===== config.mk =====
export PLATFORM = sky130hd
export DESIGN_NAME = pipe_ctrl
export DESIGN_NICKNAME = d
export VERILOG_FILES = /design/src/hdl/insn_ctrl_pkg.sv /design/src/hdl/insn_decode.sv /design/src/hdl/insn_execute.sv /design/src/hdl/insn_result.sv /design/src/hdl/pipe_ctrl.sv
export VERILOG_INCLUDE_DIRS = /design/src /design/src/include
export SDC_FILE = /design/constraint.sdc
export NUM_CORES = 1
export LEC_CHECK = 0
export ABC_AREA = 0
export BUFFER_PORTS_ARGS = -buffer_cell sky130_fd_sc_hd__buf_4
export CAP_MARGIN = 0
export CORE_ASPECT_RATIO = 0.75
export CORE_MARGIN = 8
export CORE_UTILIZATION = 45
export CTS_BUF_LIST = sky130_fd_sc_hd__clkbuf_8
export DETAILED_ROUTE_END_ITERATION = 16
export PLACE_DENSITY = 0.75
export SLEW_MARGIN = 20
export SYNTH_ARGS = -nofsm -noshare
export SYNTH_HDL_FRONTEND = slang
export SYNTH_SLANG_ARGS = --single-unit

===== constraint.sdc =====
create_clock -name clk -period 2.4 [get_ports clk]
set_input_delay 0.6 -clock clk [delete_from_list [all_inputs] [get_ports clk]]
set_output_delay 0.6 -clock clk [all_outputs]
set_load 0.01 [all_outputs]

===== src/include/insn_ctrl_config.svh =====
// instruction field widths, link register number and the void nop word
`ifndef INSN_CTRL_CONFIG_SVH
`define INSN_CTRL_CONFIG_SVH

// instruction word and register file
`define INSN_W       32
`define REG_ADDR_W   5

// major opcode field, top of the word
`define OPC_W        6

// 16-bit immediate field
`define IMM_W        16

// comp_op and alu_op2 sub fields
`define SUBOP_W      4

// jal/jalr write the return address here
`define LINK_REG     5'd9

// nop opcode with bit 16 set marks a void slot
`define NOP_INSN     32'h1441_0000

`endif


===== src/hdl/insn_ctrl_pkg.sv =====
// opcode, alu, branch, load/store, write-back source and operand select types
`default_nettype none

`include "insn_ctrl_config.svh"

package insn_ctrl_pkg;

	// major opcodes kept in this slice, bits 31:26
	typedef enum logic [`OPC_W-1:0] {
		OPC_J     = 6'h00, OPC_JAL   = 6'h01, OPC_BNF   = 6'h03, OPC_BF    = 6'h04,
		OPC_NOP   = 6'h05, OPC_MOVHI = 6'h06, OPC_XSYNC = 6'h08, OPC_RFE   = 6'h09,
		OPC_JR    = 6'h11, OPC_JALR  = 6'h12, OPC_LWZ   = 6'h21, OPC_LWS   = 6'h22,
		OPC_LBZ   = 6'h23, OPC_LBS   = 6'h24, OPC_LHZ   = 6'h25, OPC_LHS   = 6'h26,
		OPC_ADDI  = 6'h27, OPC_ADDIC = 6'h28, OPC_ANDI  = 6'h29, OPC_ORI   = 6'h2a,
		OPC_XORI  = 6'h2b, OPC_MFSPR = 6'h2d, OPC_SFXXI = 6'h2f, OPC_MTSPR = 6'h30,
		OPC_SW    = 6'h35, OPC_SB    = 6'h36, OPC_SH    = 6'h37, OPC_ALU   = 6'h38,
		OPC_SFXX  = 6'h39
	} opcode_t;

	// alu operation, sub-ops 0..15 of the alu group map straight through
	typedef enum logic [4:0] {
		ALU_ADD   = 5'd0,  ALU_ADDC  = 5'd1,  ALU_SUB   = 5'd2,  ALU_AND   = 5'd3,
		ALU_OR    = 5'd4,  ALU_XOR   = 5'd5,  ALU_MUL   = 5'd6,  ALU_SHROT = 5'd8,
		ALU_DIV   = 5'd9,  ALU_DIVU  = 5'd10, ALU_MULU  = 5'd11,
		ALU_MOVHI = 5'd16, ALU_COMP  = 5'd17, ALU_NOP   = 5'd31
	} alu_op_t;

	// branch class, pre-decoded in the decode stage
	typedef enum logic [2:0] {
		BR_NOP, BR_J, BR_JR, BR_BNF, BR_BF, BR_RFE
	} branch_op_t;

	// load/store operation
	typedef enum logic [3:0] {
		LSU_NOP, LSU_LWZ, LSU_LWS, LSU_LBZ, LSU_LBS, LSU_LHZ, LSU_LHS,
		LSU_SW, LSU_SB, LSU_SH
	} lsu_op_t;

	// register file write-back source
	typedef enum logic [1:0] {
		WB_ALU, WB_LSU, WB_SPRS, WB_LR
	} wb_src_t;

	// operand source select for the execute operands
	typedef enum logic [1:0] {
		SEL_RF, SEL_EX_FORW, SEL_WB_FORW, SEL_IMM
	} sel_t;

endpackage

`default_nettype wire


===== src/hdl/insn_decode.sv =====
// decode stage: instruction latch, branch and immediate-select regs, imm extension, lsu decode
`timescale 1ns/10ps
`default_nettype none

`include "insn_ctrl_config.svh"

module insn_decode import insn_ctrl_pkg::*; (
	input  logic                clk,
	input  logic                reset,
	input  logic                flush,
	input  logic                id_freeze,
	input  logic [`INSN_W-1:0]  if_insn,
	output logic [`INSN_W-1:0]  id_insn,
	output branch_op_t          id_branch_op,
	output logic                sel_imm,
	output logic [`INSN_W-1:0]  id_simm,
	output lsu_op_t             id_lsu_op,
	output logic                id_void
);

	// major opcodes of the fetched and the latched word
	opcode_t if_opc;
	opcode_t id_opc;

	assign if_opc = opcode_t'(if_insn[`INSN_W-1 -: `OPC_W]);
	assign id_opc = opcode_t'(id_insn[`INSN_W-1 -: `OPC_W]);

	//////////////////////////////////////////////////////////////////////
	// instruction latch and branch pre-decode
	//////////////////////////////////////////////////////////////////////

	// flush turns the slot into a void nop
	always_ff @(posedge clk) begin
		if (reset || flush) begin
			id_insn <= `NOP_INSN;
			id_branch_op <= BR_NOP;
		end else if (!id_freeze) begin
			id_insn <= if_insn;
			case (if_opc)
				OPC_J, OPC_JAL: id_branch_op <= BR_J;
				OPC_JR, OPC_JALR: id_branch_op <= BR_JR;
				OPC_BNF: id_branch_op <= BR_BNF;
				OPC_BF: id_branch_op <= BR_BF;
				OPC_RFE: id_branch_op <= BR_RFE;
				default: id_branch_op <= BR_NOP;
			endcase
		end
	end

	// operand b comes from the immediate
	// flush leaves this alone, the void nop never reads it
	always_ff @(posedge clk) begin
		if (reset) begin
			sel_imm <= 1'b0;
		end else if (!flush && !id_freeze) begin
			case (if_opc)
				OPC_JALR, OPC_JR, OPC_RFE, OPC_MFSPR, OPC_MTSPR, OPC_XSYNC,
				OPC_SW, OPC_SB, OPC_SH, OPC_ALU, OPC_SFXX, OPC_NOP:
					sel_imm <= 1'b0;
				default:
					sel_imm <= 1'b1;
			endcase
		end
	end

	//////////////////////////////////////////////////////////////////////
	// immediate extension
	//////////////////////////////////////////////////////////////////////

	always_comb begin
		case (id_opc)
			// arithmetic, loads, xori and compares sign-extend
			OPC_ADDI, OPC_ADDIC, OPC_XORI, OPC_SFXXI,
			OPC_LWZ, OPC_LWS, OPC_LBZ, OPC_LBS, OPC_LHZ, OPC_LHS:
				id_simm = {{(`INSN_W - `IMM_W){id_insn[`IMM_W-1]}}, id_insn[`IMM_W-1:0]};
			// stores carry the offset split around rB
			OPC_SW, OPC_SB, OPC_SH:
				id_simm = {{(`INSN_W - `IMM_W){id_insn[25]}}, id_insn[25:21], id_insn[10:0]};
			// spr number, same split field but unsigned
			OPC_MTSPR:
				id_simm = {{(`INSN_W - `IMM_W){1'b0}}, id_insn[25:21], id_insn[10:0]};
			default:
				id_simm = {{(`INSN_W - `IMM_W){1'b0}}, id_insn[`IMM_W-1:0]};
		endcase
	end

	// load/store op for the lsu
	always_comb begin
		case (id_opc)
			OPC_LWZ: id_lsu_op = LSU_LWZ;
			OPC_LWS: id_lsu_op = LSU_LWS;
			OPC_LBZ: id_lsu_op = LSU_LBZ;
			OPC_LBS: id_lsu_op = LSU_LBS;
			OPC_LHZ: id_lsu_op = LSU_LHZ;
			OPC_LHS: id_lsu_op = LSU_LHS;
			OPC_SW: id_lsu_op = LSU_SW;
			OPC_SB: id_lsu_op = LSU_SB;
			OPC_SH: id_lsu_op = LSU_SH;
			default: id_lsu_op = LSU_NOP;
		endcase
	end

	// void slot marker
	assign id_void = (id_opc == OPC_NOP) && id_insn[16];

endmodule

`default_nettype wire


===== src/hdl/insn_execute.sv =====
// execute stage: instruction latch, registered control decode, bubble insertion
`timescale 1ns/10ps
`default_nettype none

`include "insn_ctrl_config.svh"

module insn_execute import insn_ctrl_pkg::*; (
	input  logic                   clk,
	input  logic                   reset,
	input  logic                   flush,
	input  logic                   id_freeze,
	input  logic                   ex_freeze,
	input  logic [`INSN_W-1:0]     id_insn,
	input  logic [`INSN_W-1:0]     id_simm,
	input  branch_op_t             id_branch_op,
	output logic [`INSN_W-1:0]     ex_insn,
	output logic [`INSN_W-1:0]     ex_simm,
	output alu_op_t                alu_op,
	output logic [`SUBOP_W-1:0]    alu_op2,
	output logic [`SUBOP_W-1:0]    comp_op,
	output wb_src_t                rfwb_src,
	output logic                   rf_we,
	output logic [`REG_ADDR_W-1:0] rf_addrw,
	output logic                   spr_read,
	output logic                   spr_write,
	output logic                   sig_syscall,
	output logic                   sig_trap,
	output logic                   except_illegal,
	output branch_op_t             ex_branch_op
);

	opcode_t id_opc;
	alu_op_t alu_sub;
	logic bubble;

	// next-state decode of id_insn
	alu_op_t d_alu_op;
	wb_src_t d_rfwb_src;
	logic d_rf_we;
	logic d_illegal;

	assign id_opc = opcode_t'(id_insn[`INSN_W-1 -: `OPC_W]);
	// alu group sub-op, low nibble only
	assign alu_sub = alu_op_t'({1'b0, id_insn[3:0]});

	// decode frozen while execute runs, or any flush
	assign bubble = (!ex_freeze && id_freeze) || flush;

	//////////////////////////////////////////////////////////////////////
	// control decode
	//////////////////////////////////////////////////////////////////////

	always_comb begin
		d_alu_op = ALU_NOP;
		d_rfwb_src = WB_ALU;
		d_rf_we = 1'b0;
		d_illegal = 1'b0;
		case (id_opc)
			OPC_JAL, OPC_JALR: begin
				d_rfwb_src = WB_LR;
				d_rf_we = 1'b1;
			end
			OPC_MOVHI: begin
				d_alu_op = ALU_MOVHI;
				d_rf_we = 1'b1;
			end
			OPC_ADDI: begin
				d_alu_op = ALU_ADD;
				d_rf_we = 1'b1;
			end
			OPC_ADDIC: begin
				d_alu_op = ALU_ADDC;
				d_rf_we = 1'b1;
			end
			OPC_ANDI: begin
				d_alu_op = ALU_AND;
				d_rf_we = 1'b1;
			end
			OPC_ORI: begin
				d_alu_op = ALU_OR;
				d_rf_we = 1'b1;
			end
			OPC_XORI: begin
				d_alu_op = ALU_XOR;
				d_rf_we = 1'b1;
			end
			// no multiplier or divider behind this alu
			OPC_ALU: begin
				d_alu_op = alu_sub;
				d_rf_we = 1'b1;
				d_illegal = (alu_sub == ALU_MUL) || (alu_sub == ALU_MULU) ||
					(alu_sub == ALU_DIV) || (alu_sub == ALU_DIVU);
			end
			OPC_SFXX, OPC_SFXXI:
				d_alu_op = ALU_COMP;
			OPC_LWZ, OPC_LWS, OPC_LBZ, OPC_LBS, OPC_LHZ, OPC_LHS: begin
				d_rfwb_src = WB_LSU;
				d_rf_we = 1'b1;
			end
			OPC_MFSPR: begin
				d_rfwb_src = WB_SPRS;
				d_rf_we = 1'b1;
			end
			// legal, nothing written back
			OPC_J, OPC_BNF, OPC_BF, OPC_NOP, OPC_XSYNC, OPC_RFE, OPC_JR,
			OPC_MTSPR, OPC_SW, OPC_SB, OPC_SH: ;
			// any opcode outside the kept set
			default:
				d_illegal = 1'b1;
		endcase
	end

	//////////////////////////////////////////////////////////////////////
	// execute registers
	//////////////////////////////////////////////////////////////////////

	// reset and bubble both leave a void nop with quiet strobes
	always_ff @(posedge clk) begin
		if (reset || bubble) begin
			ex_insn <= `NOP_INSN;
			alu_op <= ALU_NOP;
			alu_op2 <= '0;
			comp_op <= '0;
			rfwb_src <= WB_ALU;
			rf_we <= 1'b0;
			rf_addrw <= '0;
			spr_read <= 1'b0;
			spr_write <= 1'b0;
			sig_syscall <= 1'b0;
			sig_trap <= 1'b0;
			except_illegal <= 1'b0;
			ex_branch_op <= BR_NOP;
		end else if (!ex_freeze) begin
			ex_insn <= id_insn;
			alu_op <= d_alu_op;
			alu_op2 <= id_insn[9:6];
			comp_op <= id_insn[24:21];
			rfwb_src <= d_rfwb_src;
			rf_we <= d_rf_we;
			// link register for jal/jalr, rD otherwise
			rf_addrw <= (id_opc == OPC_JAL || id_opc == OPC_JALR) ? `LINK_REG : id_insn[25:21];
			spr_read <= (id_opc == OPC_MFSPR);
			spr_write <= (id_opc == OPC_MTSPR);
			// l.sys and l.trap live in the xsync group
			sig_syscall <= (id_insn[31:23] == {OPC_XSYNC, 3'b000});
			sig_trap <= (id_insn[31:23] == {OPC_XSYNC, 3'b010});
			except_illegal <= d_illegal;
			ex_branch_op <= id_branch_op;
		end
	end

	// immediate just follows the stage, never bubbled
	always_ff @(posedge clk) begin
		if (reset)
			ex_simm <= '0;
		else if (!ex_freeze)
			ex_simm <= id_simm;
	end

endmodule

`default_nettype wire


===== src/hdl/insn_result.sv =====
// write-back stage: instruction and destination latch, operand forwarding selects
`timescale 1ns/10ps
`default_nettype none

`include "insn_ctrl_config.svh"

module insn_result import insn_ctrl_pkg::*; (
	input  logic                   clk,
	input  logic                   reset,
	input  logic                   wb_freeze,
	input  logic                   wbforw_valid,
	input  logic                   sel_imm,
	input  logic                   rf_we,
	input  logic [`INSN_W-1:0]     ex_insn,
	input  logic [`INSN_W-1:0]     id_insn,
	input  logic [`REG_ADDR_W-1:0] rf_addrw,
	output logic [`INSN_W-1:0]     wb_insn,
	output sel_t                   sel_a,
	output sel_t                   sel_b
);

	// destination of the write-back instruction
	logic [`REG_ADDR_W-1:0] wb_rfaddrw;

	// execute result wins over write-back result
	function automatic sel_t fwd_sel(input logic [`REG_ADDR_W-1:0] addr);
		if (addr == rf_addrw && rf_we)
			return SEL_EX_FORW;
		else if (addr == wb_rfaddrw && wbforw_valid)
			return SEL_WB_FORW;
		else
			return SEL_RF;
	endfunction

	// flush does not touch wb_insn, the trace still sees what retired
	always_ff @(posedge clk) begin
		if (reset) begin
			wb_insn <= `NOP_INSN;
			wb_rfaddrw <= '0;
		end else if (!wb_freeze) begin
			wb_insn <= ex_insn;
			wb_rfaddrw <= rf_addrw;
		end
	end

	// rA and rB of the instruction in decode
	assign sel_a = fwd_sel(id_insn[20:16]);
	assign sel_b = sel_imm ? SEL_IMM : fwd_sel(id_insn[15:11]);

endmodule

`default_nettype wire


===== src/hdl/pipe_ctrl.sv =====
// instruction-control top: flush merge, register file read ports, decode/execute/result stages
`timescale 1ns/10ps
`default_nettype none

`include "insn_ctrl_config.svh"

module pipe_ctrl import insn_ctrl_pkg::*; (
	input  logic                   clk,
	input  logic                   reset,
	input  logic [`INSN_W-1:0]     if_insn,
	input  logic                   id_freeze,
	input  logic                   ex_freeze,
	input  logic                   wb_freeze,
	input  logic                   except_flush,
	input  logic                   pc_we,
	input  logic                   du_flush,
	input  logic                   wbforw_valid,
	output logic [`INSN_W-1:0]     id_insn,
	output logic [`INSN_W-1:0]     ex_insn,
	output logic [`INSN_W-1:0]     wb_insn,
	output logic [`INSN_W-1:0]     id_simm,
	output logic [`INSN_W-1:0]     ex_simm,
	output logic                   id_void,
	output branch_op_t             id_branch_op,
	output branch_op_t             ex_branch_op,
	output lsu_op_t                id_lsu_op,
	output alu_op_t                alu_op,
	output logic [`SUBOP_W-1:0]    alu_op2,
	output logic [`SUBOP_W-1:0]    comp_op,
	output wb_src_t                rfwb_src,
	output logic                   rf_we,
	output logic [`REG_ADDR_W-1:0] rf_addrw,
	output logic [`REG_ADDR_W-1:0] rf_addra,
	output logic [`REG_ADDR_W-1:0] rf_addrb,
	output logic                   rf_rda,
	output logic                   rf_rdb,
	output sel_t                   sel_a,
	output sel_t                   sel_b,
	output logic                   spr_read,
	output logic                   spr_write,
	output logic                   sig_syscall,
	output logic                   sig_trap,
	output logic                   except_illegal,
	output logic                   flushpipe
);

	// decode to result, operand b source
	logic sel_imm;

	// exception, pc write or debug unit
	assign flushpipe = except_flush || pc_we || du_flush;

	// rf read straight off the fetched word
	assign rf_addra = if_insn[20:16];
	assign rf_addrb = if_insn[15:11];
	assign rf_rda = if_insn[31];
	assign rf_rdb = if_insn[30];

	insn_decode u_decode (
		.clk          (clk),
		.reset        (reset),
		.flush        (flushpipe),
		.id_freeze    (id_freeze),
		.if_insn      (if_insn),
		.id_insn      (id_insn),
		.id_branch_op (id_branch_op),
		.sel_imm      (sel_imm),
		.id_simm      (id_simm),
		.id_lsu_op    (id_lsu_op),
		.id_void      (id_void)
	);

	insn_execute u_execute (
		.clk            (clk),
		.reset          (reset),
		.flush          (flushpipe),
		.id_freeze      (id_freeze),
		.ex_freeze      (ex_freeze),
		.id_insn        (id_insn),
		.id_simm        (id_simm),
		.id_branch_op   (id_branch_op),
		.ex_insn        (ex_insn),
		.ex_simm        (ex_simm),
		.alu_op         (alu_op),
		.alu_op2        (alu_op2),
		.comp_op        (comp_op),
		.rfwb_src       (rfwb_src),
		.rf_we          (rf_we),
		.rf_addrw       (rf_addrw),
		.spr_read       (spr_read),
		.spr_write      (spr_write),
		.sig_syscall    (sig_syscall),
		.sig_trap       (sig_trap),
		.except_illegal (except_illegal),
		.ex_branch_op   (ex_branch_op)
	);

	insn_result u_result (
		.clk          (clk),
		.reset        (reset),
		.wb_freeze    (wb_freeze),
		.wbforw_valid (wbforw_valid),
		.sel_imm      (sel_imm),
		.rf_we        (rf_we),
		.ex_insn      (ex_insn),
		.id_insn      (id_insn),
		.rf_addrw     (rf_addrw),
		.wb_insn      (wb_insn),
		.sel_a        (sel_a),
		.sel_b        (sel_b)
	);

endmodule

`default_nettype wire


==> run metrics, run 1 <==
Worst Hold Depth=3; Num CTS Buffers=17; P&R area growth vs syn=37.6%; Starting Density=45.3%; initial antenna violation count=0; area of the core=14300 um2; synthesized area per cell=8.87 um2; asr flop ratio synth=0%; RSZ-0062 raised after global routing=true; minimum clock period=2.50 ns; vias in the first global route=5750; fin area=8900 um2; worst-margin pin slew=0.573 ns; Max Cap Violations=0; outcome=complete, but fails checks; CTS Hold Bufs=0; layout cell share with drive strength beyond 1=38.2%; CP Data Arrival Time=1.90 ns; Worst Path Max Fanout=4; ys flop type=dfxtp_1; Nets=971; min-delay worst type=in2reg; Worst-Skew Late Latency=0.43 ns; antenna cells=0; GP Congestion=0.926; reg2reg setup slack=0.40 ns; WHS Endpoint=u_decode.id_insn[22]; GRT Total Usage=22.1%; DRC violations left=0; largest net degree at the start of global routing=71; WL met3=1880 um; DRT Wirelength=21400 um; CP required=1.80 ns; clk root buf=clkbuf_8; port buffer count=254; Warnings, synthesis=0; first-pass GRT wire length=32600 um; die width=154 um; CTS tree=yes; post-detail-place hpwl=15300 um; 1st-iter DRT viols=449; DR pass1 iterations=5; flops & latches, synth=144; Register Area=2910 um2; Netlist cell types=54; DR top layer=met4; failing checks=setup timing; met1 WL=9130 um; Filler cells=1293; post-synthesis instance area=6470 um2; commonest cells after routing, fill and taps aside=buf_4 (261), dfxtp_1 (132), nor2_1 (111); area of the multi-input gates=2990 um2; DR vias=5875; pre-CTS setup slack=0.194 ns; hold_sp=if_insn[22]; Setup CP Type=reg2out; fin util=62.4%; fin crit share=104%; FP Rows=38; CTS Buffer Depth=2; post-synthesis sequential area ratio=44.6%; Peak VDD IR=0.000435 V; setup ws final=-0.102 ns; reg-to-reg endpoint=u_execute.rfwb_src[1]; leak pwr=0.00413 uW; critical path capture point type=output port; power per cell area=548 nW/um2; syn nets=770; max_slew headroom=61.8%; most common cell after layout, fill and taps aside=buf_4; ANT nets after route=0; Hold WS=0.393 ns; Non-Filler Instances=1123; clock slew at reported path FFs=0.09 ns; number of flops mapped to enable cells by yosys=0; final slew viol count=0; Via density=5.23; worst r2r src=u_decode.id_insn[27]; depth of the worst register-to-register path=6; CTS H-Tree Depth=4; # placed instances=1079; Die ar.=18500 um2; clock sink count=144; Worst Setup Start Kind=flop; WL met2=10200 um; # setup viols final=21; Clock Skew=0.0152 ns; Mapped Cells=729; GR Overflow Total=0; # IOs=255; routed len/inst=19.0 um; Post-DP Area=8180 um2; FMAX=400 MHz; final hold viol count=0; Die H=120 um
-- sequential cells by signal, summed over array words and instances, names as in the netlist, 2 cells and up --
name and flops:
u_result.wb_insn 32, u_execute.ex_branch_op 3, u_result.wb_rfaddrw 5, u_execute.comp_op 3, u_execute.ex_simm 17, u_decode.id_insn 32, u_decode.id_branch_op 3, u_execute.rfwb_src 2
u_execute.alu_op 5, u_execute.alu_op2 3, u_execute.rf_addrw 5, u_execute.ex_insn 27
-- per-stage QoR --
step / TNS, ns / total power, uW
finish: -0.628 / 4880
global route: -2.53 / 5060
CTS: -0.535 / 4920
detailed placement: 0 / 2880
global placement: 0 / 2880
floorplan: 0 / 2720
-- synth_stat cells, types with 2 or more instances --
master | instances | area [um2]
a31oi_1 | 5 | 31.3
nand2_1 | 70 | 263
a211o_1 | 4 | 35.0
a21oi_1 | 47 | 235
a22oi_1 | 5 | 37.5
o21ai_0 | 17 | 85.1
a21oi_4 | 2 | 32.5
nor2b_1 | 15 | 93.8
clkbuf_1 | 28 | 105
inv_1 | 6 | 22.5
and3_1 | 2 | 12.5
o2bb2ai_1 | 3 | 26.3
nand2b_1 | 5 | 31.3
or3_1 | 3 | 18.8
or3_4 | 2 | 22.5
nor4_1 | 4 | 25.0
or3b_2 | 2 | 17.5
o21ai_1 | 3 | 15.0
nor2_1 | 111 | 417
mux2i_1 | 86 | 861
a311oi_1 | 2 | 17.5
xnor2_1 | 5 | 43.8
a32oi_1 | 3 | 26.3
buf_1 | 5 | 18.8
buf_4 | 60 | 450
mux2_2 | 6 | 67.6
xor2_1 | 16 | 140
a211oi_1 | 2 | 15.0
o311ai_0 | 2 | 17.5
dfxtp_1 | 144 | 2880
nor3_1 | 7 | 35.0
buf_2 | 16 | 80.1
o211ai_1 | 4 | 30.0
nand3_1 | 13 | 65.1
nand3b_1 | 2 | 15.0
nand4_1 | 4 | 25.0
-- worst max-delay path, stage by stage (launching register included) --
cell	delay, ns
dfxtp_2	0.32
or3_4	0.39
a21oi_4	0.18
buf_12	0.14
mux2_4	0.31
buf_6	0.13
-- power breakdown --
part           leakage (uW)  total (uW)  internal (uW)  switching [uW]
sequential          0.00117        2420           2400            19.0
combinational       0.00275         408            187             221
clock              0.000210        2050           1070             978
total               0.00413        4880           3660            1220
-- cell families (layout without fill, tap and decap cells) --
family / count (synthesis) / in the layout / synth area share [%]
AOI/OAI and AO/OA: 110 / 110 / 10.8
xor gates and xnor gates: 21 / 21 / 2.84
buffers and inverters: 117 / 330 / 10.7
DFF: 144 / 144 / 44.6
muxes: 92 / 92 / 14.4
and+or+nand+nor: 245 / 246 / 16.7
-- routing by layer --
layer / global-route usage [%] / vias to the layer above
met1: 27.1 / 2787
li1: - / 2815
met2: 37.0 / 256
met4: 4.58 / 0
met3: 7.51 / 17
met5: 0 / -
-- how the worst max path moves through the flow --
stage                              start                   to  slack (ns)  cells past startpoint
global route        u_decode.id_insn[27]          id_simm[15]       -0.17                      5
floorplan           u_decode.id_insn[30]          id_simm[17]        0.18                      7
detailed placement                 pc_we  u_execute.alu_op[3]        0.19                      6
CTS                 u_decode.id_insn[27]          id_simm[15]       -0.12                      5
finish              u_decode.id_insn[27]          id_simm[15]       -0.10                      5
global placement                   pc_we  u_execute.alu_op[2]        0.25                      6
-- repair_timing --
action	4_1_cts	5_1_grt
gates cloned	0	1
endpoints found under the setup margin	23	26
resized for setup	22	39
setup buffers	7	4
pin swaps	5	8
-- final cells by class --
class,instances,area share (%)
clock buffers,18,2.78
clock inverters,14,2.02
repair buffers,291,26.2
inverters,7,0.295
flip-flops and latches,144,32.6
multi-input cells,469,33.5
well taps,180,2.53
Note: power is estimated with default switching activity, not from simulation.
==> run 2: changes to the inputs <==
==> constraint.sdc (replaced) <==
create_clock -name clk -period 2.4 [get_ports clk]
set_input_delay 0.6 -clock clk [delete_from_list [all_inputs] [get_ports clk]]
set_output_delay 0.6 -clock clk [all_outputs]
set_load 0.05 [all_outputs]
==> run 2 against run 1 <==
Against the previous run: the run still ends with setup timing left; critical path depth is 1 higher; total power up 1.9%; global-route usage increased by 0.19 points; final area increased by 0.14%; worst setup slack worse by 0.045 ns; hold slack got worse by 0.011 ns; non-clock buffer count fell by 3; routed wire length shrank 0.71%; clock power shrank 2%; die area unchanged.
==> run metrics, run 2 (synthesis results as in run 1) <==
initial antenna violation count=0 (unchanged); Setup CP Type=reg2out; Num CTS Buffers=17 (unchanged); critical path capture point type=output port; clock slew at reported path FFs=0.08 ns (about the same); CTS tree=yes; Die H=120 um (unchanged); Non-Filler Instances=1119 (-0.36%); reg2reg setup slack=0.24 ns (-0.16 ns); Peak VDD IR=0.000315 V (-28%); port buffer count=254 (unchanged); DRT Wirelength=21200 um (-0.71%); Die ar.=18500 um2 (unchanged); depth of the worst register-to-register path=7 (+1); Worst-Skew Late Latency=0.43 ns (about the same); fin crit share=106% (+1.9 points); final slew viol count=0 (unchanged); fin area=8910 um2 (+0.14%); ANT nets after route=0 (unchanged); origin of the worst setup path=u_decode.id_insn[28]; area of the core=14300 um2 (unchanged); GP Congestion=0.896 (-3.2%); minimum clock period=2.55 ns (+0.0455 ns); antenna cells=0 (unchanged); 1st-iter DRT viols=306 (-32%); min-delay worst type=in2reg; post-detail-place hpwl=15000 um (-1.6%); first-pass GRT wire length=32800 um (+0.57%); Post-DP Area=8160 um2 (-0.23%); routed len/inst=19.0 um (-0.35%); leak pwr=0.00410 uW (-0.72%); P&R area growth vs syn=37.8%; DR vias=5814 (-1.0%); RSZ-0062 raised after global routing=true; Worst Path Max Fanout=7 (+3); # placed instances=1075 (-0.37%); worst-margin pin slew=0.711 ns (+0.139 ns); setup ws final=-0.147 ns (-0.0455 ns); Setup crit end=id_simm[11]; failing checks=setup timing; reg-to-reg endpoint=u_execute.rfwb_src[1]; CP Data Arrival Time=1.95 ns (+0.05 ns); Worst Setup Start Kind=flop; clk root buf=clkbuf_8; most common cell after layout, fill and taps aside=buf_4; power per cell area=558 nW/um2 (+1.8%); Nets=968 (-0.31%); CP required=1.80 ns (about the same); slowest CP cell=dfxtp_2; DRC violations left=0 (unchanged); CTS Buffer Depth=2 (unchanged); fin util=62.5% (+0.088 points); crit-path max cell delay=0.34 ns (-0.05 ns); clock sink count=144 (unchanged); outcome=complete, but fails checks; GRT Total Usage=22.2% (+0.19 points); crit-path cells=buf_4 -> o21ai_0 -> a21oi_4 -> buf_12 -> mux2_4 -> buf_8; layout cell share with drive strength beyond 1=39.4% (+1.2 points); DR pass1 iterations=5 (unchanged); CTS H-Tree Depth=4 (unchanged); commonest cells after routing, fill and taps aside=buf_4 (263), dfxtp_1 (130), nor2_1 (106); Max Cap Violations=0 (unchanged); Via density=5.20 (-0.68%); # setup viols final=22 (+4.8%); Clock Skew=0.0101 ns (-0.00511 ns); largest net degree at the start of global routing=57 (-20%); Starting Density=45.3% (unchanged); FP Rows=38 (unchanged); Hold WS=0.382 ns (-0.0113 ns); largest registers=u_decode.id_insn x32, u_result.wb_insn x32, u_execute.ex_insn x27; final hold viol count=0 (unchanged); FMAX=393 MHz (-1.8%); GR Overflow Total=0 (unchanged); Tot Pwr=4970 uW (+1.9%); die width=154 um (unchanged); # IOs=255 (unchanged); max_slew headroom=52.6% (-9.2 points); vias in the first global route=5674 (-1.3%); worst r2r src=u_decode.id_insn[26]
run 2: changes by cell type in the layout (fill, tap and decap cells not counted), sizes merged:
cell and change:
clkinv +1, clkbuf -1, inv -1, buf -3
run 2: through the flow:
stage | worst slack, ns | TNS (ns)
2_1_floorplan | 0.0201 | 0
3_3_place_gp | 0.192 | 0
3_5_place_dp | 0.143 | 0
4_1_cts | -0.152 | -1.04
5_1_grt | -0.212 | -3.29
6_report | -0.147 | -1.19
run 2: per-layer routing:
layer	track usage [%]	share of wire, %	vias to the layer above
met3	7.83	8.3	15
met4	3.85	0.74	0
met2	36.7	47	217
met1	28.0	44	2772
met5	0	0	-
li1	-	-	2810
run 2: how the worst min path moves through the flow:
| stage | to | startpoint | slack (ns) | cells after the start |
|---|---|---|---|---|
| finish | u_decode.id_insn[22] | if_insn[22] | 0.38 | 3 |
| detailed placement | u_execute.ex_simm[0] | u_execute.ex_simm[0] | 0.46 | 2 |
| global route | u_decode.id_insn[16] | if_insn[16] | 0.36 | 3 |
| floorplan | u_result.wb_rfaddrw[4] | u_result.wb_rfaddrw[4] | 0.53 | 2 |
| global placement | u_result.wb_insn[28] | u_result.wb_insn[28] | 0.45 | 1 |
| CTS | u_decode.id_insn[22] | if_insn[22] | 0.36 | 3 |
run 2: final cells by class:
class | instances | area (um2)
repair buffers | 288 | 2310
multi-input cells | 469 | 3030
clock inverters | 14 | 180
inverters | 7 | 30.0
clock buffers | 17 | 234
flip-flops and latches | 144 | 2910
well taps | 180 | 225
fillers | 1259 | 5350
run 2: what timing repair did:
item                       4_1_cts  5_1_grt
gates resized for setup         49       18
pin swaps                        7        2
hold buffers                     0        0
gates cloned                     1        0
setup buffers                   12        0
setup endpoints to repair       26       29
run 2: critical path, delay by kind of cell, from the launching register on:
kind	cells	cell delay, ns
AO/OA/AOI/OAI	2	0.36
flip-flops	1	0.34
buffers and inverters	3	0.48
multiplexers	1	0.33
run 2: report_power, final:
| group | internal, uW | leakage (uW) | switching [uW] | total [uW] |
|---|---|---|---|---|
| registers | 2400 | 0.00117 | 20.1 | 2420 |
| logic | 190 | 0.00273 | 354 | 544 |
| clock network | 1040 | 0.000204 | 968 | 2010 |
| total | 3630 | 0.00410 | 1340 | 4970 |
